--- config.mk ---
export PLATFORM = sky130hd
export DESIGN_NAME = host_bridge
export DESIGN_NICKNAME = d
export VERILOG_FILES = /design/src/hw/fml_pkg.sv /design/src/hw/host_bridge.sv
export VERILOG_INCLUDE_DIRS = /design/src /design/src/hw
export SDC_FILE = /design/constraint.sdc
export NUM_CORES = 1
export LEC_CHECK = 0
export BUFFER_PORTS_ARGS = -buffer_cell sky130_fd_sc_hd__clkbuf_2
export CAP_MARGIN = 20
export CORE_ASPECT_RATIO = 0.5
export CORE_UTILIZATION = 43
export CTS_BUF_LIST = sky130_fd_sc_hd__clkbuf_2 sky130_fd_sc_hd__clkbuf_4 sky130_fd_sc_hd__clkbuf_8
export CTS_CLUSTER_DIAMETER = 80
export DETAILED_ROUTE_END_ITERATION = 10
export PLACE_DENSITY_LB_ADDON = 0.25
export RECOVER_POWER = 25
export SKIP_CTS_REPAIR_TIMING = 1
export SYNTH_ARGS = -nofsm -noshare
export SYNTH_HDL_FRONTEND = slang
export SYNTH_SLANG_ARGS = --single-unit
--- constraint.sdc ---
create_clock -name sys_clk -period 6.35 [get_ports sys_clk]
set_input_delay 1.27 -clock sys_clk [delete_from_list [all_inputs] [get_ports sys_clk]]
set_output_delay 1.27 -clock sys_clk [all_outputs]
set_load 0.02 [all_outputs]
--- src/hw/fml_settings.svh ---
/*
 * Fast memory link slice: widths, depth, latency and register banks
 */
`ifndef FML_SETTINGS_SVH
`define FML_SETTINGS_SVH

// ----------------------------------------
// Memory link
// ----------------------------------------
// Word address width, in 64-bit words
`define FML_DEPTH 10
`define FML_DATA_W 64
`define FML_SEL_W 8
// Cycles from first strobe cycle to ack
`define SRAM_LATENCY 2

// Host side bus
`define HOST_DATA_W 32

// ----------------------------------------
// Register bus
// ----------------------------------------
`define CSR_ADR_W 14
`define CSR_DATA_W 32
// Bank number sits in the top address bits
`define CSR_BANK_W 4
`define SCAN_CSR_BANK 3
`define METER_CSR_BANK 10

`endif
--- src/hw/fml_pkg.sv ---
/*
 * Shared types of the memory link slice
 */
`include "fml_settings.svh"

package fml_pkg;

	// Link side
	typedef logic [`FML_DEPTH-1:0] fml_adr_t;
	typedef logic [`FML_DATA_W-1:0] fml_data_t;
	typedef logic [`FML_SEL_W-1:0] fml_sel_t;

	// What a master holds stable with its strobe
	typedef struct packed {
		fml_adr_t adr;
		logic we;
		fml_sel_t sel;
		fml_data_t wdata;
	} fml_req_t;

	// Host side, one extra address bit picks the 32-bit half
	typedef logic [`FML_DEPTH:0] host_adr_t;
	typedef logic [`HOST_DATA_W-1:0] host_data_t;
	typedef logic [`HOST_DATA_W/8-1:0] host_sel_t;

	typedef struct packed {
		host_adr_t adr;
		logic we;
		host_sel_t sel;
		host_data_t wdata;
	} host_req_t;

	// Register bus
	typedef logic [`CSR_ADR_W-1:0] csr_adr_t;
	typedef logic [`CSR_DATA_W-1:0] csr_data_t;

	// FSM states
	typedef enum logic [1:0] {OWN_NONE, OWN_SCAN, OWN_HOST} arb_owner_e;
	typedef enum logic {SCAN_IDLE, SCAN_READ} scan_state_e;
	typedef enum logic [1:0] {HOST_IDLE, HOST_WAIT, HOST_DONE} host_state_e;

endpackage

--- src/hw/host_bridge.sv ---
/*
 * Host bridge: 32-bit host accesses to 64-bit link accesses
 */
`timescale 1ns/1ps
`include "fml_settings.svh"

module host_bridge import fml_pkg::*; (
	input  logic       sys_clk,
	input  logic       hard_reset,
	input  logic       host_stb_i,
	input  host_req_t  host_req_i,
	output logic       host_ack_o,
	output host_data_t host_rdata_o,
	output logic       fml_stb_o,
	output fml_req_t   fml_req_o,
	input  logic       fml_ack_i,
	input  fml_data_t  fml_rdata_i
);

	host_state_e state_q;
	fml_req_t req_q;
	logic upper_q;
	host_data_t rdata_q;

	// ----------------------------------------
	// Access FSM
	// ----------------------------------------
	always_ff @(posedge sys_clk) begin
		if (hard_reset) begin
			state_q <= HOST_IDLE;
		end else begin
			case (state_q)
			HOST_IDLE: if (host_stb_i) state_q <= HOST_WAIT;
			HOST_WAIT: if (fml_ack_i) state_q <= HOST_DONE;
			// Host drops its strobe while we return to idle
			default: state_q <= HOST_IDLE;
			endcase
		end
	end

	// Request capture and read half
	always_ff @(posedge sys_clk) begin
		if ((state_q == HOST_IDLE) && host_stb_i) begin
			req_q.adr <= host_req_i.adr[`FML_DEPTH:1];
			req_q.we <= host_req_i.we;
			// Same data on both halves, enables pick one
			req_q.wdata <= {host_req_i.wdata, host_req_i.wdata};
			if (host_req_i.adr[0]) begin
				req_q.sel <= {host_req_i.sel, {(`FML_SEL_W/2){1'b0}}};
			end else begin
				req_q.sel <= {{(`FML_SEL_W/2){1'b0}}, host_req_i.sel};
			end
			upper_q <= host_req_i.adr[0];
		end
		if ((state_q == HOST_WAIT) && fml_ack_i) begin
			rdata_q <= upper_q ? fml_rdata_i[`FML_DATA_W-1 -: `HOST_DATA_W]
				: fml_rdata_i[`HOST_DATA_W-1:0];
		end
	end

	// Strobe falls the cycle after the link ack
	assign fml_stb_o = (state_q == HOST_WAIT);
	assign fml_req_o = req_q;
	assign host_ack_o = (state_q == HOST_DONE);
	assign host_rdata_o = rdata_q;

endmodule

Yosys cells after proc, flatten, opt, wreduce, memory -nomap -nowiden
Index checks and enable logic that the tools add are counted.
Widths: inputs -> output; s select.
{ "classes": {"n_reduce_logical": 4, "n_mux": 4, "eq_ne": 4} }
{ "ops": {"columns": ["op", "count"], "rows": [
  ["$mux 32", 1],
  ["$mux 2", 2],
  ["$pmux 2 s2", 1],
  ["$eq 2x1->1 const B", 1],
  ["$eq 2x2->1 const B", 1],
  ["$logic_and 1x1->1", 2],
  ["$logic_not 2->1", 1],
  ["$ne 2x1->1 const B", 1],
  ["$ne 2x2->1 const B", 1],
  ["$reduce_and 2->1", 1]
]} }
{ "word_totals": {"word_cells": 20, "input_bits": 116, "regBits": 118} }

Logic depth before layout (Yosys ltp)
{ "logic_depth": {"ltp_word": 3, "ltp_mapped": 3, "depth_no_buf": 2} }

Worst setup path before layout
No wires, ideal clock.
{ "synth_timing": {"kind": "input to register", "startpoint": "input host_stb_i", "endpoint": "register req_q (netlist bit fml_req_o[31]) (enable)", "setup_time_ns": 0.536, "path_buffers": 0, "cell_stages": 1, "required_ns": 5.814, "setup_slack_ns": 0.760, "t_arrival_ns": 5.053, "path_cell_list": "nor3b_1"} }
{ "synth_via": {"elab_chain_len": 1} }
{ "synth_lines": {"columns": ["element", "line_no", "rtl"], "rows": [
  ["start: declaration", "host_bridge.sv:10", "input logic host_stb_i,"],
  ["$logic_and 1x1->1", "host_bridge.sv:43", "if ((state_q == HOST_IDLE) && host_stb_i) begin"],
  ["end: declaration", "host_bridge.sv:21", "fml_req_t req_q;"]
]} }
No other way between the ends.
A chain may end at the register's enable or synchronous reset.

Worst setup path in the final report
{ "layout_timing": {"startpoint": "register state_q[1]", "endpoint": "output host_ack_o"} }
{ "layout_via": {"elab_chain_len": 1} }
{ "layout_lines": {"columns": ["element", "line_no", "rtl"], "rows": [
  ["start: declaration", "host_bridge.sv:20", "host_state_e state_q;"],
  ["start signal: assignment", "host_bridge.sv:30", "state_q <= HOST_IDLE;"],
  ["start signal: assignment", "host_bridge.sv:33", "HOST_IDLE: if (host_stb_i) state_q <= HOST_WAIT;"],
  ["start signal: assignment", "host_bridge.sv:34", "HOST_WAIT: if (fml_ack_i) state_q <= HOST_DONE;"],
  ["$eq 2x2->1", "host_bridge.sv:64", "assign host_ack_o = (state_q == HOST_DONE);"],
  ["end: declaration", "host_bridge.sv:12", "output logic host_ack_o,"]
]} }
No other way between the ends.

==> flow_summary.yaml <==
synthesis:
  synthesis.area_um2: 3446
  synth.distinct_cells: 13
  synthesis.area_per_instance_um2: 20.39
  syn_nets: 285
  syn_inst: 169
  ys_warn_count: 0
  seq_area_frac_synth: 0.7436
  synth_seq_cells: 86
cts:
  clk_latency_ps: 340
  cts_root_buf: "clkbuf_8"
  cts_made_buffers: 9
  htree_levels: 3
  clock_path_buffers: 2
  cts_tree: "yes"
  cts_sinks: 86
  clkSlewWorstSetupHoldPaths_ps: 70
layout:
  utilization: 0.6027
  nets: 495
  n_antenna_cell: 0
  fill_cells: 650
  drive_above_1_share: 0.6789
  syn_to_final_growth_pct: 31.92
  post-route-cell-area_um2: 4546
  layout_common_cells: "clkbuf_2, edfxtp_1, mux2_1"
  final_common_cell: "clkbuf_2"
die:
  die_area_um2: 8397
  die_y_um: 65.30
  rows: 22
  start_util: 0.4569
  ios: 233
  coreArea_um2: 7542
  die_w_um: 128.6
sta:
  worst_pin_slew_ps: 643.0
  finClkSkew_ps: 1.574
  timing.final.crit_share: 0.3753
  max_freq_ghz: 0.4196
  final.min_clock_period_ps: 2383
  hold_violations: 0
  finalSetupTns_ps: 0
  rsz0062_at_grt: "false"
  setup_violations: 0
  relSlewSlack: 0.5713
  maxSlewViolCount: 0
routing:
  drtIter0Drc: 80
  drc: 0
  wire_per_inst_um: 13.59
  ant_nets: 0
  first_pass_iters: 4
  totalWireLength_mm: 6.672
  viasPerCell: 4.267
  vias: 2095
setup_path:
  end_kind: "output port"
  worst-path-max-fanout: 5
  worst_setup_path_start_kind: "register"
  cp.arrival_ps: 1110
  worstPathRequired_ps: 5080
  critPathKind: "reg -> out"
grt:
  grt_pass1_vias: 2052
  grt_overflow: 0
  grt_antenna_before_repair: 0
  grt_pass1_wl_mm: 9.522
  grt_util_all_layers: 0.1538
  grt_max_degree: 53
power_and_ir_drop:
  totalPowerFinal_mw: 1.173
  ir_worst_vdd_mv: 0.1199
  p_leak_nw: 2.085
  powerDensity_nw_per_um2: 257.9
placement:
  placed_cell_area_um2: 4458
  dp_hpwl_mm: 5.164
  gp_congestion: 0.6762
  port_buffers: 232
job:
  maxCapViolCount: 0
min_path:
  min_path_type: "reg -> reg"
run_status:
  status: "finished, final reports clean"
[power by group]
| part | switching [mW] | internal (mW) |
|---|---|---|
| registers | 0.0120 | 0.665 |
| clock network | 0.168 | 0.150 |
| logic | 0.105 | 0.0722 |
| total | 0.286 | 0.887 |
[per-layer routing]
layer,track usage,vias up,wire length (µm)
met5,0,-,0
met4,0.06176,0,80
met2,0.2986,97,3739
met1,0.1532,976,2334
met3,0.05049,8,517
li1,-,1014,-
[per-stage QoR]
stage	hold WS (ps)	setup slack, ps	cells
after CTS	529.1	3926	491
after detailed placement	521.1	3882	476
after global placement	481.4	3947	476
after floorplan	448.7	760.3	169
final	521.0	3967	491
after global routing	544.3	3892	491
[final timing paths]
kind | depth (start not counted) | start | to | slack [ps]
max | 2 | state_q[1] | host_ack_o | 3970
min | 1 | state_q[1] | state_q[0] | 520
max reg2reg | 2 | state_q[1] | fml_req_o[78] | 4880
min reg2reg | 1 | state_q[1] | state_q[0] | 520
[layout make-up]
cell class              count  area, µm²  area share
clock inverters             3      12.51    0.002753
clock buffers              12      146.4     0.03220
repair buffers            235       1180      0.2596
flip-flops and latches     86       2562      0.5637
multi-input cells          47      509.2      0.1120
well taps                 108      135.1     0.02973
[Yosys cell counts, drive strengths merged]
library cell,number,share of area
edfxtp,84,0.73
buf,36,0.090
mux2,32,0.14
nor2b,7,0.013
and2,4,0.0073
dfxtp,2,0.012
a2111oi,1,0.0029
and3b,1,0.0025
nor2,1,0.0011
nor3b,1,0.0022
[worst max-delay path: stages (launching register included)]
cell and delay (ps):
dfxtp_1 400, nor2b_1 180, clkbuf_2 190
[kinds of logic (layout without fill, tap and decap cells)]
kind of cell	count (synthesis)	in the layout	share of synthesized area
flops	86	86	0.7436
buf+inv	36	250	0.09041
mux	32	32	0.1373
simple gates	14	14	0.02578
compound gates	1	1	0.002905
[sequential cells by signal, summed over array words and instances (netlist names)]
name          cells
upper_q           1
host_rdata_o     32
fml_req_o        51
state_q           2
(Power assumes the default switching activity.)
