$ cat src/hw/fml_settings.svh
/*
 * Fast memory link slice: widths, depth, latency and register banks
 */
`ifndef FML_SETTINGS_SVH
`define FML_SETTINGS_SVH

// ----------------------------------------
// Memory link
// ----------------------------------------
// Word address width, in 64-bit words
`define FML_DEPTH 10
`define FML_DATA_W 64
`define FML_SEL_W 8
// Cycles from first strobe cycle to ack
`define SRAM_LATENCY 2

// Host side bus
`define HOST_DATA_W 32

// ----------------------------------------
// Register bus
// ----------------------------------------
`define CSR_ADR_W 14
`define CSR_DATA_W 32
// Bank number sits in the top address bits
`define CSR_BANK_W 4
`define SCAN_CSR_BANK 3
`define METER_CSR_BANK 10

`endif
$ cat src/hw/fml_pkg.sv
/*
 * Shared types of the memory link slice
 */
`include "fml_settings.svh"

package fml_pkg;

	// Link side
	typedef logic [`FML_DEPTH-1:0] fml_adr_t;
	typedef logic [`FML_DATA_W-1:0] fml_data_t;
	typedef logic [`FML_SEL_W-1:0] fml_sel_t;

	// What a master holds stable with its strobe
	typedef struct packed {
		fml_adr_t adr;
		logic we;
		fml_sel_t sel;
		fml_data_t wdata;
	} fml_req_t;

	// Host side, one extra address bit picks the 32-bit half
	typedef logic [`FML_DEPTH:0] host_adr_t;
	typedef logic [`HOST_DATA_W-1:0] host_data_t;
	typedef logic [`HOST_DATA_W/8-1:0] host_sel_t;

	typedef struct packed {
		host_adr_t adr;
		logic we;
		host_sel_t sel;
		host_data_t wdata;
	} host_req_t;

	// Register bus
	typedef logic [`CSR_ADR_W-1:0] csr_adr_t;
	typedef logic [`CSR_DATA_W-1:0] csr_data_t;

	// FSM states
	typedef enum logic [1:0] {OWN_NONE, OWN_SCAN, OWN_HOST} arb_owner_e;
	typedef enum logic {SCAN_IDLE, SCAN_READ} scan_state_e;
	typedef enum logic [1:0] {HOST_IDLE, HOST_WAIT, HOST_DONE} host_state_e;

endpackage

$ cat src/hw/fml_meter.sv
/*
 * Link usage meter: strobe and ack cycle counts on the register bus
 */
`timescale 1ns/1ps
`include "fml_settings.svh"

module fml_meter import fml_pkg::*; (
	input  logic      sys_clk,
	input  logic      hard_reset,
	input  csr_adr_t  csr_adr_i,
	input  logic      csr_we_i,
	input  csr_data_t csr_wdata_i,
	output csr_data_t csr_rdata_o,
	input  logic      mem_stb_i,
	input  logic      mem_ack_i
);

	logic csr_sel;
	csr_data_t stb_cnt_q;
	csr_data_t ack_cnt_q;
	csr_data_t rdata_q;

	assign csr_sel = csr_adr_i[`CSR_ADR_W-1 -: `CSR_BANK_W] == `CSR_BANK_W'(`METER_CSR_BANK);

	// ----------------------------------------
	// Counters
	// ----------------------------------------
	always_ff @(posedge sys_clk) begin
		if (hard_reset) begin
			stb_cnt_q <= '0;
			ack_cnt_q <= '0;
			rdata_q <= '0;
		end else begin
			// Any write clears, whatever the data
			if (csr_sel && csr_we_i) begin
				stb_cnt_q <= '0;
				ack_cnt_q <= '0;
			end else begin
				// Both saturate at all ones
				if (mem_stb_i && (stb_cnt_q != '1)) begin
					stb_cnt_q <= stb_cnt_q + 1'b1;
				end
				if (mem_ack_i && (ack_cnt_q != '1)) begin
					ack_cnt_q <= ack_cnt_q + 1'b1;
				end
			end
			rdata_q <= '0;
			if (csr_sel) begin
				case (csr_adr_i[1:0])
				2'd0: rdata_q <= stb_cnt_q;
				2'd1: rdata_q <= ack_cnt_q;
				default: rdata_q <= '0;
				endcase
			end
		end
	end

	assign csr_rdata_o = rdata_q;

endmodule

$ cat config.mk
export PLATFORM = sky130hd
export DESIGN_NAME = fml_meter
export DESIGN_NICKNAME = d
export VERILOG_FILES = /design/src/hw/fml_pkg.sv /design/src/hw/fml_meter.sv
export VERILOG_INCLUDE_DIRS = /design/src /design/src/hw
export SDC_FILE = /design/constraint.sdc
export NUM_CORES = 1
export LEC_CHECK = 0
export BUFFER_PORTS_ARGS = -buffer_cell sky130_fd_sc_hd__buf_4
export CAP_MARGIN = 20
export CORE_MARGIN = 8
export CORE_UTILIZATION = 45
export CTS_CLUSTER_DIAMETER = 60
export DETAILED_ROUTE_END_ITERATION = 6
export GPL_TIMING_DRIVEN = 0
export HOLD_SLACK_MARGIN = 0.02
export PLACE_DENSITY = 0.77
export SKIP_CTS_REPAIR_TIMING = 1
export SYNTH_ARGS = -nofsm -noshare
export SYNTH_HDL_FRONTEND = slang
export SYNTH_SLANG_ARGS = --single-unit
export TNS_END_PERCENT = 5
$ cat constraint.sdc
create_clock -name sys_clk -period 3 [get_ports sys_clk]
set_input_delay 0.3 -clock sys_clk [delete_from_list [all_inputs] [get_ports sys_clk]]
set_output_delay 0.3 -clock sys_clk [all_outputs]
set_load 0.005 [all_outputs]
### Word level (Yosys, flattened, before mapping)

Cells that the tools add are included.

* register bits: 96
* output and inout port bits: 32
* word-level logic and storage cells: 17
* input bits: 51

* add/subtract/negate cells: 2
* reduce and logical (&&, ||, !) cells: 6
* muxes and demuxes: 1
* eq/ne operators: 4
* bitwise gates (word level): 1

Operators by type and width (number)
* 32-bit by 1-bit adder with 32-bit output (second input constant): 2
* 32-bit inequality test (second input constant): 2
* 32-bit one-hot mux with 2 select lines: 1
* 4-bit equality test (second input constant): 1
* 2-bit OR reduction: 2
* 1-bit logical AND: 3
* 2-bit by 1-bit equality test with 1-bit output (second input constant): 1
* 2-bit logical NOT: 1
* 1-bit NOT: 1

### Logic depth before layout (Yosys ltp)

* depth after elaboration: 3
* gate-level depth with buffers: 7
* depth with buffers taken out: 6

### Worst setup path before layout

No wires, ideal clock.

* kind: reg2reg
* start point: register stb_cnt_q[14]
* end point: register stb_cnt_q[21]
* setup slack: 0.976 ns
* period minus slack after synthesis: 2.024 ns
* data required time: 2.930 ns
* stages on the path, launching flop included: 6
* arrival: 1.954 ns
* library setup time: 0.070 ns
* buffers on the path: 0
* path through: dfxtp_1 > nand3_1 > or4b_4 > or4_1 > or3_1 > a21oi_1

* word-level cells in the longest chain between the ends: 2
* elaborated cells on any way between the ends: 3
* classes of those cells: add/sub (1); eq/ne (1); reduce/logical (1)

Ends and longest elaborated chain
* start, declared: line fml_meter.sv:19 `csr_data_t stb_cnt_q;`
* start signal, assigned: line fml_meter.sv:41 `stb_cnt_q <= stb_cnt_q + 1'b1;`
* parallel branches: the longest is 2 deep, another holds 32-bit by 1-bit adder with 32-bit output

Parallel ways; which one is timed is not known.
A chain may end at the register's enable or synchronous reset.

### Worst setup path after layout

* start point: register stb_cnt_q[24]
* end point: register stb_cnt_q[29]

The elaborated chain is that of the path after synthesis.

==> summary.txt <==
Outcome
  • Status: finished clean

Routing
  • WL/cell: 17.6 um
  • 1st-iter DRT viols: 410
  • Routed Antenna Nets: 0
  • Final WL: 12.2 mm
  • First-pass DRT Iterations: 7
  • Total number of vias: 4149
  • Via density: 6.01
  • DRC Markers: 0

Flow run
  • Max-Cap Viols: 0

STA
  • FMAX: 386 MHz
  • Worst slew pin tran: 1.10 ns
  • Slew headroom: 26.1%
  • Setup Viol. Count Final: 0
  • Period minus WS final: 2.59 ns
  • Crit share post-route: 86.3%
  • Final hold violation count: 0
  • Slew Viols, Final: 0
  • Setup_tns: 0 ns
  • RSZ-0062 raised after global routing: no
  • Clock skew: 0.0163 ns

Finish
  • Area Overhead vs Synth: 15.0%
  • Final Non-Filler Cells: 690
  • Commonest non-fill, non-tap cell in the layout: dfxtp_1
  • Commonest non-fill, non-tap cells in the layout: 96 x dfxtp_1, 65 x nor2_1, 41 x buf_4
  • Layout cells sized above 1: 12.7%
  • Antenna cells: 0
  • Fill cell count: 895
  • # nets final: 606

Worst setup path
  • Worst Path Required: 3.26 ns
  • Kind of critical path: reg2reg
  • Crit path capture type: flop
  • Worst Setup SP: stb_cnt_q[24]
  • Crit Path Max Fanout: 9
  • R2R cell count: 5
  • CP startpoint kind: flop
  • FF-to-FF Start: stb_cnt_q[24]
  • Crit path DAT: 2.85 ns

Synthesis
  • EDFF count, synth: 0
  • Yosys warning count: 0
  • Yosys top cell area share: 43.8%
  • Mapped cell area: 4390 um2
  • Syn_nets: 554
  • Dominant cells by area after synthesis: dfxtp_1 44%, mux2i_1 7.7%, nor2_1 5.6%
  • Fraction of registers with async set/reset: 0%
  • Synthesized area per cell: 8.77 um2
  • Number of synthesized register bits: 96
  • Cells after synthesis: 501
  • Register area share after synthesis: 43.8%
  • Top_reg_cell synth: dfxtp_1
  • Synth cell types: 49
  • Biggest area consumer among synthesized cells: dfxtp_1

Pwr
  • Comb pwr share: 3.9%
  • PwrDens: 438 nW/um2
  • Power Internal: 0.00171 W
  • LEAKAGE: 1.79 nW
  • Post-layout power: 0.00221 W
  • Peak VDD IR: 362 uV
  • Net Sw Power: 0.000503 W
  • Clock network power share: 38.0%
  • Sw Share: 22.7%
  • Reg power frac: 58.1%

Place
  • Cells after DPL: 675
  • Routability Congestion: 0.895
  • DP HPWL: 8.78 mm
  • # port buffers: 41

Global routing
  • Overall global routing resource usage: 18.7%
  • Initial antenna violation count: 0
  • Largest net degree at the start of global routing: 15
  • Global-route wire length before repair: 19.5 mm
  • Remaining global-route overflow: 0
  • Vias in the first global route: 4051

Die
  • Chip height: 115 um
  • I/O pin cnt: 83
  • Die X: 115 um
  • Die ar.: 13200 um2
  • # rows: 36
  • Core area: 9640 um2
  • Initial Util: 45.6%

Clocking
  • Htree depth: 3
  • # clock sinks: 96
  • Clock root cell: clkbuf_8
  • Clock Path Buffers: 2
  • Cts bufs inserted: 9
  • CTS tree: done
  • Clock input transition at the sequential cells of the worst setup and hold paths: 0.10 ns
  • Skew-Pair Late Insertion Delay: 0.37 ns

Hold path
  • Hold Crit Class: in2reg
  • Min-delay src: mem_ack_i
  • Hold depth: 3
-- registers in the layout (all words and copies together) (netlist names) --
name and cells:
ack_cnt_q 32, csr_rdata_o 32, stb_cnt_q 32
-- final timing paths --
path                        end  slack [ns]
hold reg to reg    stb_cnt_q[9]        0.52
hold / removal     ack_cnt_q[2]        0.25
setup / recovery  stb_cnt_q[29]        0.41
setup reg to reg  stb_cnt_q[29]        0.41
-- cell type report --
type                    instances  area, um2  share of cell area, %
plain buffers                  22       87.6                   1.73
clock buffers                  11        141                   2.80
repair buffers                 41        308                   6.09
multi-input cells             378       2360                   46.8
well taps                     133        166                   3.29
clock inverters                 4       45.0                  0.892
flip-flops and latches         96       1920                   38.0
inverters                       5       18.8                  0.371
-- per-stage QoR --
stage | worst slack [ns] | hold slack, ns | utilization, % | cell area, um2
after floorplan | 0.976 | 0.467 | - | 4390
after global placement | 0.634 | 0.493 | 50.5 | 4870
after detailed placement | 0.576 | 0.508 | 50.5 | 4870
after CTS | 0.486 | 0.236 | 52.4 | 5050
after global routing | 0.329 | 0.242 | 52.4 | 5050
final | 0.412 | 0.248 | 52.4 | 5050
-- worst max-delay path, cell delays in order, from the launching register on --
cell and delay (ns):
dfxtp_1 0.48, nand4_1 0.29, nor4_2 0.75, a31oi_1 0.46
and4_1 0.34, o21a_1 0.16
-- kinds of logic (layout without fill, tap and decap cells) --
family,Yosys count,after routing,synth area share (%)
AO/OA/AOI/OAI,102,102,15.3
multiplexers,34,34,7.75
flip-flops,96,96,43.8
AND/OR/NAND/NOR,223,223,26.8
adder cells (fa/ha/maj),2,2,0.570
XOR/XNOR,17,17,3.39
buffers and inverters,27,83,2.42
-- power groups by stage --
stage | Sequential, W | Clock [W] | Combinational (W)
6_report | 0.00129 | 0.000841 | 0.0000862
5_1_grt | 0.00129 | 0.000912 | 0.0000928
4_1_cts | 0.00129 | 0.000847 | 0.0000850
3_5_place_dp | 0.00132 | 0 | 0.0000847
3_3_place_gp | 0.00132 | 0 | 0.0000814
2_1_floorplan | 0.00131 | 0 | 0.0000531
-- cells in the mapped netlist (all sizes together) (10+ instances only) --
master / number
dfxtp: 96
nor2: 65
nand2: 37
mux2i: 34
a21oi: 30
or3: 22
o21ai: 21
nand4: 20
nand3: 18
clkbuf: 17
xnor2: 14
or4: 12
a31oi: 10
and3: 10
-- routing by layer --
layer  vias to the layer above  wire length (um)  track usage [%]
li1                       1963                 -                -
met4                         0               593             11.0
met2                       177              5780             31.9
met5                         -                 0                0
met1                      1965              4920             21.4
met3                        44               876             3.78
Power figures use the tool's default switching activity.
