--- src/hw/fml_settings.svh ---
/*
 * Fast memory link slice: widths, depth, latency and register banks
 */
`ifndef FML_SETTINGS_SVH
`define FML_SETTINGS_SVH

// ----------------------------------------
// Memory link
// ----------------------------------------
// Word address width, in 64-bit words
`define FML_DEPTH 10
`define FML_DATA_W 64
`define FML_SEL_W 8
// Cycles from first strobe cycle to ack
`define SRAM_LATENCY 2

// Host side bus
`define HOST_DATA_W 32

// ----------------------------------------
// Register bus
// ----------------------------------------
`define CSR_ADR_W 14
`define CSR_DATA_W 32
// Bank number sits in the top address bits
`define CSR_BANK_W 4
`define SCAN_CSR_BANK 3
`define METER_CSR_BANK 10

`endif
--- src/hw/fml_pkg.sv ---
/*
 * Shared types of the memory link slice
 */
`include "fml_settings.svh"

package fml_pkg;

	// Link side
	typedef logic [`FML_DEPTH-1:0] fml_adr_t;
	typedef logic [`FML_DATA_W-1:0] fml_data_t;
	typedef logic [`FML_SEL_W-1:0] fml_sel_t;

	// What a master holds stable with its strobe
	typedef struct packed {
		fml_adr_t adr;
		logic we;
		fml_sel_t sel;
		fml_data_t wdata;
	} fml_req_t;

	// Host side, one extra address bit picks the 32-bit half
	typedef logic [`FML_DEPTH:0] host_adr_t;
	typedef logic [`HOST_DATA_W-1:0] host_data_t;
	typedef logic [`HOST_DATA_W/8-1:0] host_sel_t;

	typedef struct packed {
		host_adr_t adr;
		logic we;
		host_sel_t sel;
		host_data_t wdata;
	} host_req_t;

	// Register bus
	typedef logic [`CSR_ADR_W-1:0] csr_adr_t;
	typedef logic [`CSR_DATA_W-1:0] csr_data_t;

	// FSM states
	typedef enum logic [1:0] {OWN_NONE, OWN_SCAN, OWN_HOST} arb_owner_e;
	typedef enum logic {SCAN_IDLE, SCAN_READ} scan_state_e;
	typedef enum logic [1:0] {HOST_IDLE, HOST_WAIT, HOST_DONE} host_state_e;

endpackage

--- src/hw/scan_fetch.sv ---
/*
 * Scanout reader: streams a block of link words, set up over the register bus
 */
`timescale 1ns/1ps
`include "fml_settings.svh"

module scan_fetch import fml_pkg::*; (
	input  logic      sys_clk,
	input  logic      hard_reset,
	input  csr_adr_t  csr_adr_i,
	input  logic      csr_we_i,
	input  csr_data_t csr_wdata_i,
	output csr_data_t csr_rdata_o,
	output logic      fml_stb_o,
	output fml_req_t  fml_req_o,
	input  logic      fml_ack_i,
	input  fml_data_t fml_rdata_i,
	output logic      scan_valid_o,
	output fml_data_t scan_data_o
);

	logic csr_sel;
	logic start;
	scan_state_e state_q;
	fml_adr_t base_q;
	logic [`FML_DEPTH:0] count_q;
	fml_adr_t adr_q;
	logic [`FML_DEPTH:0] left_q;
	logic stb_q;
	logic valid_q;
	fml_data_t data_q;
	csr_data_t rdata_q;

	assign csr_sel = csr_adr_i[`CSR_ADR_W-1 -: `CSR_BANK_W] == `CSR_BANK_W'(`SCAN_CSR_BANK);
	assign start = csr_sel && csr_we_i && (csr_adr_i[1:0] == 2'd0) && csr_wdata_i[0];

	// ----------------------------------------
	// Register bank
	// ----------------------------------------
	always_ff @(posedge sys_clk) begin
		if (hard_reset) begin
			base_q <= '0;
			count_q <= '0;
			rdata_q <= '0;
		end else begin
			rdata_q <= '0;
			if (csr_sel && csr_we_i) begin
				case (csr_adr_i[1:0])
				2'd1: base_q <= csr_wdata_i[`FML_DEPTH-1:0];
				2'd2: count_q <= csr_wdata_i[`FML_DEPTH:0];
				default: ;
				endcase
			end
			if (csr_sel) begin
				case (csr_adr_i[1:0])
				2'd0: rdata_q <= csr_data_t'(state_q == SCAN_READ);
				2'd1: rdata_q <= csr_data_t'(base_q);
				2'd2: rdata_q <= csr_data_t'(count_q);
				default: rdata_q <= '0;
				endcase
			end
		end
	end

	// ----------------------------------------
	// Fetch FSM
	// ----------------------------------------
	always_ff @(posedge sys_clk) begin
		if (hard_reset) begin
			state_q <= SCAN_IDLE;
			stb_q <= 1'b0;
			valid_q <= 1'b0;
		end else begin
			valid_q <= 1'b0;
			case (state_q)
			SCAN_IDLE: begin
				// Zero count never leaves idle
				if (start && (count_q != '0)) begin
					state_q <= SCAN_READ;
					stb_q <= 1'b1;
				end
			end
			SCAN_READ: begin
				if (fml_ack_i) begin
					stb_q <= 1'b0;
					valid_q <= 1'b1;
					if (left_q == {{`FML_DEPTH{1'b0}}, 1'b1}) begin
						state_q <= SCAN_IDLE;
					end
				end else if (!stb_q) begin
					// One low cycle between requests
					stb_q <= 1'b1;
				end
			end
			default: state_q <= SCAN_IDLE;
			endcase
		end
	end

	// Pass pointer, reloaded while idle
	always_ff @(posedge sys_clk) begin
		if (state_q == SCAN_IDLE) begin
			adr_q <= base_q;
			left_q <= count_q;
		end else if (fml_ack_i) begin
			adr_q <= adr_q + 1'b1;
			left_q <= left_q - 1'b1;
			data_q <= fml_rdata_i;
		end
	end

	// Reads only, all bytes
	assign fml_stb_o = stb_q;
	assign fml_req_o = '{adr: adr_q, we: 1'b0, sel: '1, wdata: '0};
	assign scan_valid_o = valid_q;
	assign scan_data_o = data_q;
	assign csr_rdata_o = rdata_q;

	adr_in_block: assert property (@(posedge sys_clk) disable iff (hard_reset)
		fml_stb_o |-> fml_adr_t'(adr_q - base_q) < count_q)
		else $error("scan address outside programmed block");

endmodule

--- config.mk ---
export PLATFORM = sky130hd
export DESIGN_NAME = scan_fetch
export DESIGN_NICKNAME = d
export VERILOG_FILES = /design/src/hw/fml_pkg.sv /design/src/hw/scan_fetch.sv
export VERILOG_INCLUDE_DIRS = /design/src /design/src/hw
export SDC_FILE = /design/constraint.sdc
export NUM_CORES = 1
export LEC_CHECK = 0
export BUFFER_PORTS_ARGS = -buffer_cell sky130_fd_sc_hd__buf_2
export CAP_MARGIN = 10
export CORE_AREA = 5 5 124 102
export CTS_CLUSTER_SIZE = 24
export DETAILED_ROUTE_END_ITERATION = 8
export DIE_AREA = 0 0 129 107
export GPL_ROUTABILITY_DRIVEN = 0
export HOLD_SLACK_MARGIN = 0.15
export PLACE_DENSITY = 0.81
export SLEW_MARGIN = 20
export SYNTH_ARGS = -nofsm -noshare
export SYNTH_HDL_FRONTEND = slang
export SYNTH_SLANG_ARGS = --single-unit
export TNS_END_PERCENT = 100
--- constraint.sdc ---
create_clock -name sys_clk -period 7 [get_ports sys_clk]
set_input_delay 1.4 -clock sys_clk [delete_from_list [all_inputs] [get_ports sys_clk]]
set_output_delay 1.4 -clock sys_clk [all_outputs]
set_load 0.02 [all_outputs]
# --- After elaboration in Yosys (flattened, before gate mapping) ---
# Index checks and enable logic that the tools add are counted.
totals:
  memories: 0
  rom_bits: 0
  reg_bits: 141
  output_inout_bits: 181
  latch_bits: 0
  ramBits: 0
op_classes:
  n_reduce_logical: 11
  order_cmp: 0
  div_mod_pow: 0
  n_mux: 13
  bitwise: 2
  shifts: 0
  n_addsub: 2
  multipliers: 0
  n_eq_ne: 6
ops:
  columns: ["operator", "n"]
  rows:
  - ["$pmux W11 S3", 1]
  - ["$mux W11", 2]
  - ["$mux W10", 2]
  - ["$eq A11 B1 Y1 const B", 1]
  - ["$reduce_bool A11 Y1", 1]
  - ["$sub A11 B1 Y11 const B", 1]
  - ["$add A10 B1 Y10 const B", 1]
  - ["$mux W1", 6]
  - ["$reduce_and A2 Y1", 3]
  - ["$eq A4 B2 Y1 const B", 1]
  - ["$logic_and A1 B1 Y1", 4]
  - ["$ne A2 B2 Y1 const B", 2]
  - ["$pmux W1 S2", 2]
  - ["$reduce_or A2 Y1", 2]
  - ["$eq A2 B1 Y1 const B", 1]
  - ["$eq A2 B2 Y1 const B", 1]
  - ["$logic_not A2 Y1", 1]
  - ["$not A1 Y1", 2]

# --- Longest topological paths before layout ---
logic_depth:
  depth_word: 7
  depth_mapped: 5

# --- Least setup slack after synthesis ---
# Ideal clock, no wire load.
synth_path:
  path_type: "input to register"
  from: "in fml_ack_i"
  to: "reg data_q[0], in the netlist scan_data_o[0], enable pin"
  setup_ns: 0.430
  t_arrival_ns: 2.926
  path_buffers: 0
  cell_stages: 1
  path_slack_ns: 3.644
  cell_sequence: "and2_1"
synth_between:
  elab_chain_len: 1
synth_rtl:
  columns: ["element", "line_no", "text"]
  rows:
  - ["start: declaration", "scan_fetch.sv:16", "input logic fml_ack_i,"]
  - ["$reduce_and A2 Y1 (no line)", null, null]
  - ["end signal: assignment", "scan_fetch.sv:108", "data_q <= fml_rdata_i;"]
  - ["end: declaration", "scan_fetch.sv:31", "fml_data_t data_q;"]
# Every way passes these cells.
# A chain may end at the register's enable or synchronous reset.

# --- Worst setup path in the final report ---
layout_path:
  from: "in csr_adr_i[10]"
  to: "reg base_q[5]"
layout_between:
  elab_chain_len: 3
layout_rtl:
  columns: ["element", "line_no", "text"]
  rows:
  - ["start: declaration", "scan_fetch.sv:10", "input csr_adr_t csr_adr_i,"]
  - ["$eq A4 B2 Y1", "scan_fetch.sv:34", "assign csr_sel = csr_adr_i[`CSR_ADR_W-1 -: `CSR_BANK_W] == `CSR_BANK_W'(`SCAN_CSR_BANK);"]
  - ["$logic_and A1 B1 Y1", "scan_fetch.sv:47", "if (csr_sel && csr_we_i) begin"]
  - ["$reduce_and A2 Y1 (no line)", null, null]
  - ["end signal: assignment", "scan_fetch.sv:49", "2'd1: base_q <= csr_wdata_i[`FML_DEPTH-1:0];"]
  - ["end: declaration", "scan_fetch.sv:25", "fml_adr_t base_q;"]
# Every way passes these cells.

==> run summary <==
* **# H-tree levels** 4
* **setup-violating endpoint count in the final report** 0
* **count of buffers inserted at the top-level ports** 171
* **placeable core region** 11300 sq um
* **postcts setup bufs** 0
* **Boundary Pins** 295
* **maximum number of pins on one net before global-route repair** 67
* **Area Growth Syn to Fin** 22.3%
* **worst-case setup slack after placement** 3.59 ns
* **net total in the final layout** 712
* **global-route wire length before repair** 18900 um
* **starting density of the core** 46.6%
* **number of synthesized register bits** 120
* **transition time of the tightest slew-check pin** 1.09 ns
* **setup repair after global routing missed its margin** no
* **count of inserted antenna diode cells** 0
* **horizontal die dimension** 129 um
* **Yosys warnings** 0
* **Slew headroom** 27.1%
* **distinct cell type count of the synthesized netlist** 39
* **initial antenna violation count** 0
* **start of the worst register-to-register path** left_q[0]
* **overall track demand over capacity in global routing** 18.2%
* **nature of the critical path startpoint** input pin
* **setup slack, reg-to-reg** 5.03 ns
* **Lkg Pwr** 2.85 nW
* **buffer type at the clock tree root** sky130_fd_sc_hd__clkbuf_16
* **wire per inst** 17.4 um
* **combined area of all synthesized cells** 5270 sq um
* **Largest stage delay, worst path** 0.90 ns
* **via density per instance** 4.73
* **Setup CP Type** in2reg
* **Gates resized, CTS repair** 0
* **CTS hold repair buffers** 0
* **mean instance size in the synthesized netlist** 12.5 sq um
* **Residual DRC** 0
* **Max Cap Violations** 0
* **endpoint of the worst hold path** base_q[0]
* **result of the run** completed
* **Hold Violations, Final** 0
* **overall power after layout** 1.62 mW
* **CTS tree** built
* **number of search-and-repair iterations in the first detailed-routing pass** 5
* **Clock Tree Buf Depth** 2
* **peak fanout along the critical path** 7
* **number of max-slew violations in the final report** 0
* **crit-path leading delay family** simple AND/OR/NAND/NOR gates
* **via count of the first global-routing pass** 3461
* **top cells by area in the synthesized netlist** sky130_fd_sc_hd__edfxtp_1 (48%), sky130_fd_sc_hd__buf_4 (13%), sky130_fd_sc_hd__dfxtp_1 (13%)
* **min cycle time layout** 2.96 ns
* **post-route ant nets** 0
* **beginning of the worst hold path** base_q[0]
* **standard-cell row count** 35
* **total wire length** 13100 um
* **Cell Pwr Density** 251 nW/um^2
* **Sum Neg Setup Slack** 0 ns
* **highest clock rate** 0.338 GHz
* **Buf/Inv on CP** 1
* **1st-iter DRT viols** 312
* **fraction of final layout cells with drive strength greater than 1** 35.2%
* **Num CTS Buffers** 17
* **peak ir drop on the vdd network** 0.183 mV
* **Worst-path clk slew** 0.06 ns
* **final worst-path cycle share** 42.3%
* **library cell occupying the most area in the post-synthesis netlist** sky130_fd_sc_hd__edfxtp_1
* **worst-path cell with the longest stage delay** sky130_fd_sc_hd__nor4bb_1
* **overflow left after global routing** 0
* **cell breakdown of the critical path** buf_2 > nor4bb_1 > nand3_1 > mux2i_1
* **Data arrival, critical path** 3.28 ns
* **final setup skew** 0.00591 ns
* **path type of the worst min-delay path** reg2reg
* **area of the die** 13800 sq um
* **Reg2Reg Depth** 5
* **WHS Path Cells** 2
* **required time reported for the critical path endpoint** 7.32 ns
* **terminus of the critical flop-to-flop path** left_q[10]
* **Post-Synthesis Cells** 420
* **sink count of the clock tree** 120
* **die height** 107 um
* **sort of element at the end of the critical path** flip-flop
* **proportion of netlist area held by the largest area contributor** 48.5%
* **part of the Yosys area used for sequential elements** 61.8%
* **Final WS setup** 4.04 ns
* **count of vias placed by the detailed router** 3574
* **Worst-Skew Late Latency** 0.40 ns
* **half-perimeter wire length after detailed placement** 9830 um
-- worst max path at each step --
stage             startpoint        endpoint  slack, ns  cells past startpoint
2_1_floorplan      fml_ack_i  scan_data_o[0]       3.64                      1
3_3_place_gp   csr_adr_i[10]  csr_rdata_o[4]       3.67                      4
3_5_place_dp   csr_adr_i[10]       base_q[5]       3.59                      4
4_1_cts        csr_adr_i[10]       base_q[5]       4.00                      4
5_1_grt        csr_adr_i[10]       base_q[9]       3.85                      4
6_report       csr_adr_i[10]       base_q[5]       4.04                      4
-- final cells by class --
type | count | area [sq um]
timing repair buffer | 173 | 871
clock buffer | 17 | 425
fill | 935 | 4860
clock inverter | 15 | 106
sequential | 120 | 3250
tap | 148 | 185
multi-input combinational | 279 | 1580
inverter | 4 | 15.0
-- synthesized netlist by cell type (all sizes together) --
master / n
a2111oi: 1
a21oi: 7
a22oi: 9
a2bb2oi: 1
a31oi: 13
and2: 1
and3: 2
buf: 98
clkbuf: 11
conb: 2
dfxtp: 35
edfxtp: 85
ha: 3
inv: 4
mux2: 2
mux2i: 22
nand2: 3
nand2b: 36
nand3: 5
nand3b: 1
nand4: 2
nor2: 31
nor2b: 3
nor4: 3
nor4b: 1
nor4bb: 2
o21ai: 9
o31ai: 3
or2: 1
or3: 11
or4: 7
or4b: 2
xnor2: 3
xor2: 1
-- flip-flops by register name (all words and copies together), names as in the netlist --
| name | flops |
|---|---|
| fml_stb_o | 1 |
| count_q | 11 |
| scan_valid_o | 1 |
| adr_q | 10 |
| state_q | 1 |
| base_q | 10 |
| scan_data_o | 64 |
| csr_rdata_o | 11 |
| left_q | 11 |
-- kinds of logic (layout without fill, tap and decap cells) --
group	after synthesis	after routing	synth area share, %
simple gates	111	111	12.2
other cells	2	94	0.143
compound gates	43	43	5.11
buf+inv	113	209	14.8
flops	120	120	61.8
xor+xnor	4	4	0.666
fa+ha+maj	3	3	0.713
mux	24	24	4.61
-- through the flow --
step	area, sq um	instances	hold slack [ns]	utilization (%)
floorplan	5610	512	0.431	-
global placement	5900	724	0.481	52.2
detailed placement	5900	724	0.503	52.2
CTS	6430	756	0.512	57.0
global route	6440	756	0.520	57.0
finish	6440	756	0.507	57.0
-- power by group --
| part | total (mW) | switching, mW | internal (mW) |
|---|---|---|---|
| logic | 0.0889 | 0.0650 | 0.0239 |
| clock network | 0.767 | 0.317 | 0.450 |
| registers | 0.760 | 0.00114 | 0.758 |
-- tightest hold or removal path: cells and delay by family, from the launching register on --
kind,cells,cell delay [ns]
flops,1,0.33
simple gates,1,0.07
mux,1,0.06
-- cells in the final DEF (no fill, tap or decap), types with 2 or more instances in the layout --
| cell | synthesis | layout |
|---|---|---|
| sky130_fd_sc_hd__mux2i_1 | 22 | 22 |
| sky130_fd_sc_hd__and3_1 | 2 | 2 |
| sky130_fd_sc_hd__clkinv_1 | 0 | 2 |
| sky130_fd_sc_hd__or3_2 | 2 | 2 |
| sky130_fd_sc_hd__nand2b_1 | 36 | 36 |
| sky130_fd_sc_hd__a31oi_1 | 13 | 13 |
| sky130_fd_sc_hd__inv_1 | 4 | 4 |
| sky130_fd_sc_hd__o21ai_0 | 9 | 9 |
| sky130_fd_sc_hd__or3_1 | 9 | 9 |
| sky130_fd_sc_hd__conb_1 | 2 | 94 |
| sky130_fd_sc_hd__nor4_1 | 3 | 3 |
| sky130_fd_sc_hd__xnor2_1 | 3 | 3 |
| sky130_fd_sc_hd__buf_2 | 2 | 171 |
| sky130_fd_sc_hd__nor2_1 | 31 | 31 |
| sky130_fd_sc_hd__dfxtp_1 | 35 | 35 |
| sky130_fd_sc_hd__clkinv_2 | 0 | 3 |
| sky130_fd_sc_hd__clkbuf_16 | 0 | 17 |
| sky130_fd_sc_hd__clkinvlp_4 | 0 | 3 |
| sky130_fd_sc_hd__buf_4 | 94 | 2 |
| sky130_fd_sc_hd__o31ai_1 | 3 | 3 |
| sky130_fd_sc_hd__a22oi_1 | 9 | 9 |
| sky130_fd_sc_hd__nor4bb_1 | 2 | 2 |
| sky130_fd_sc_hd__mux2_2 | 2 | 2 |
| sky130_fd_sc_hd__nor2b_2 | 0 | 2 |
| sky130_fd_sc_hd__ha_1 | 3 | 3 |
| sky130_fd_sc_hd__a21oi_1 | 7 | 7 |
| sky130_fd_sc_hd__nand2_1 | 3 | 3 |
| sky130_fd_sc_hd__edfxtp_1 | 85 | 85 |
| sky130_fd_sc_hd__nand4_1 | 2 | 2 |
| sky130_fd_sc_hd__nand3_1 | 5 | 5 |
| sky130_fd_sc_hd__or4_1 | 6 | 6 |
| sky130_fd_sc_hd__clkinv_4 | 0 | 6 |
-- metal layers --
metal	GRT usage, %	routed length (um)	vias up
li1	-	-	1661
met1	22.8	5120	1703
met2	29.7	6750	185
met3	5.13	970	25
met4	7.57	289	0
met5	0	0	-
Note: power is estimated with default switching activity, not from simulation.
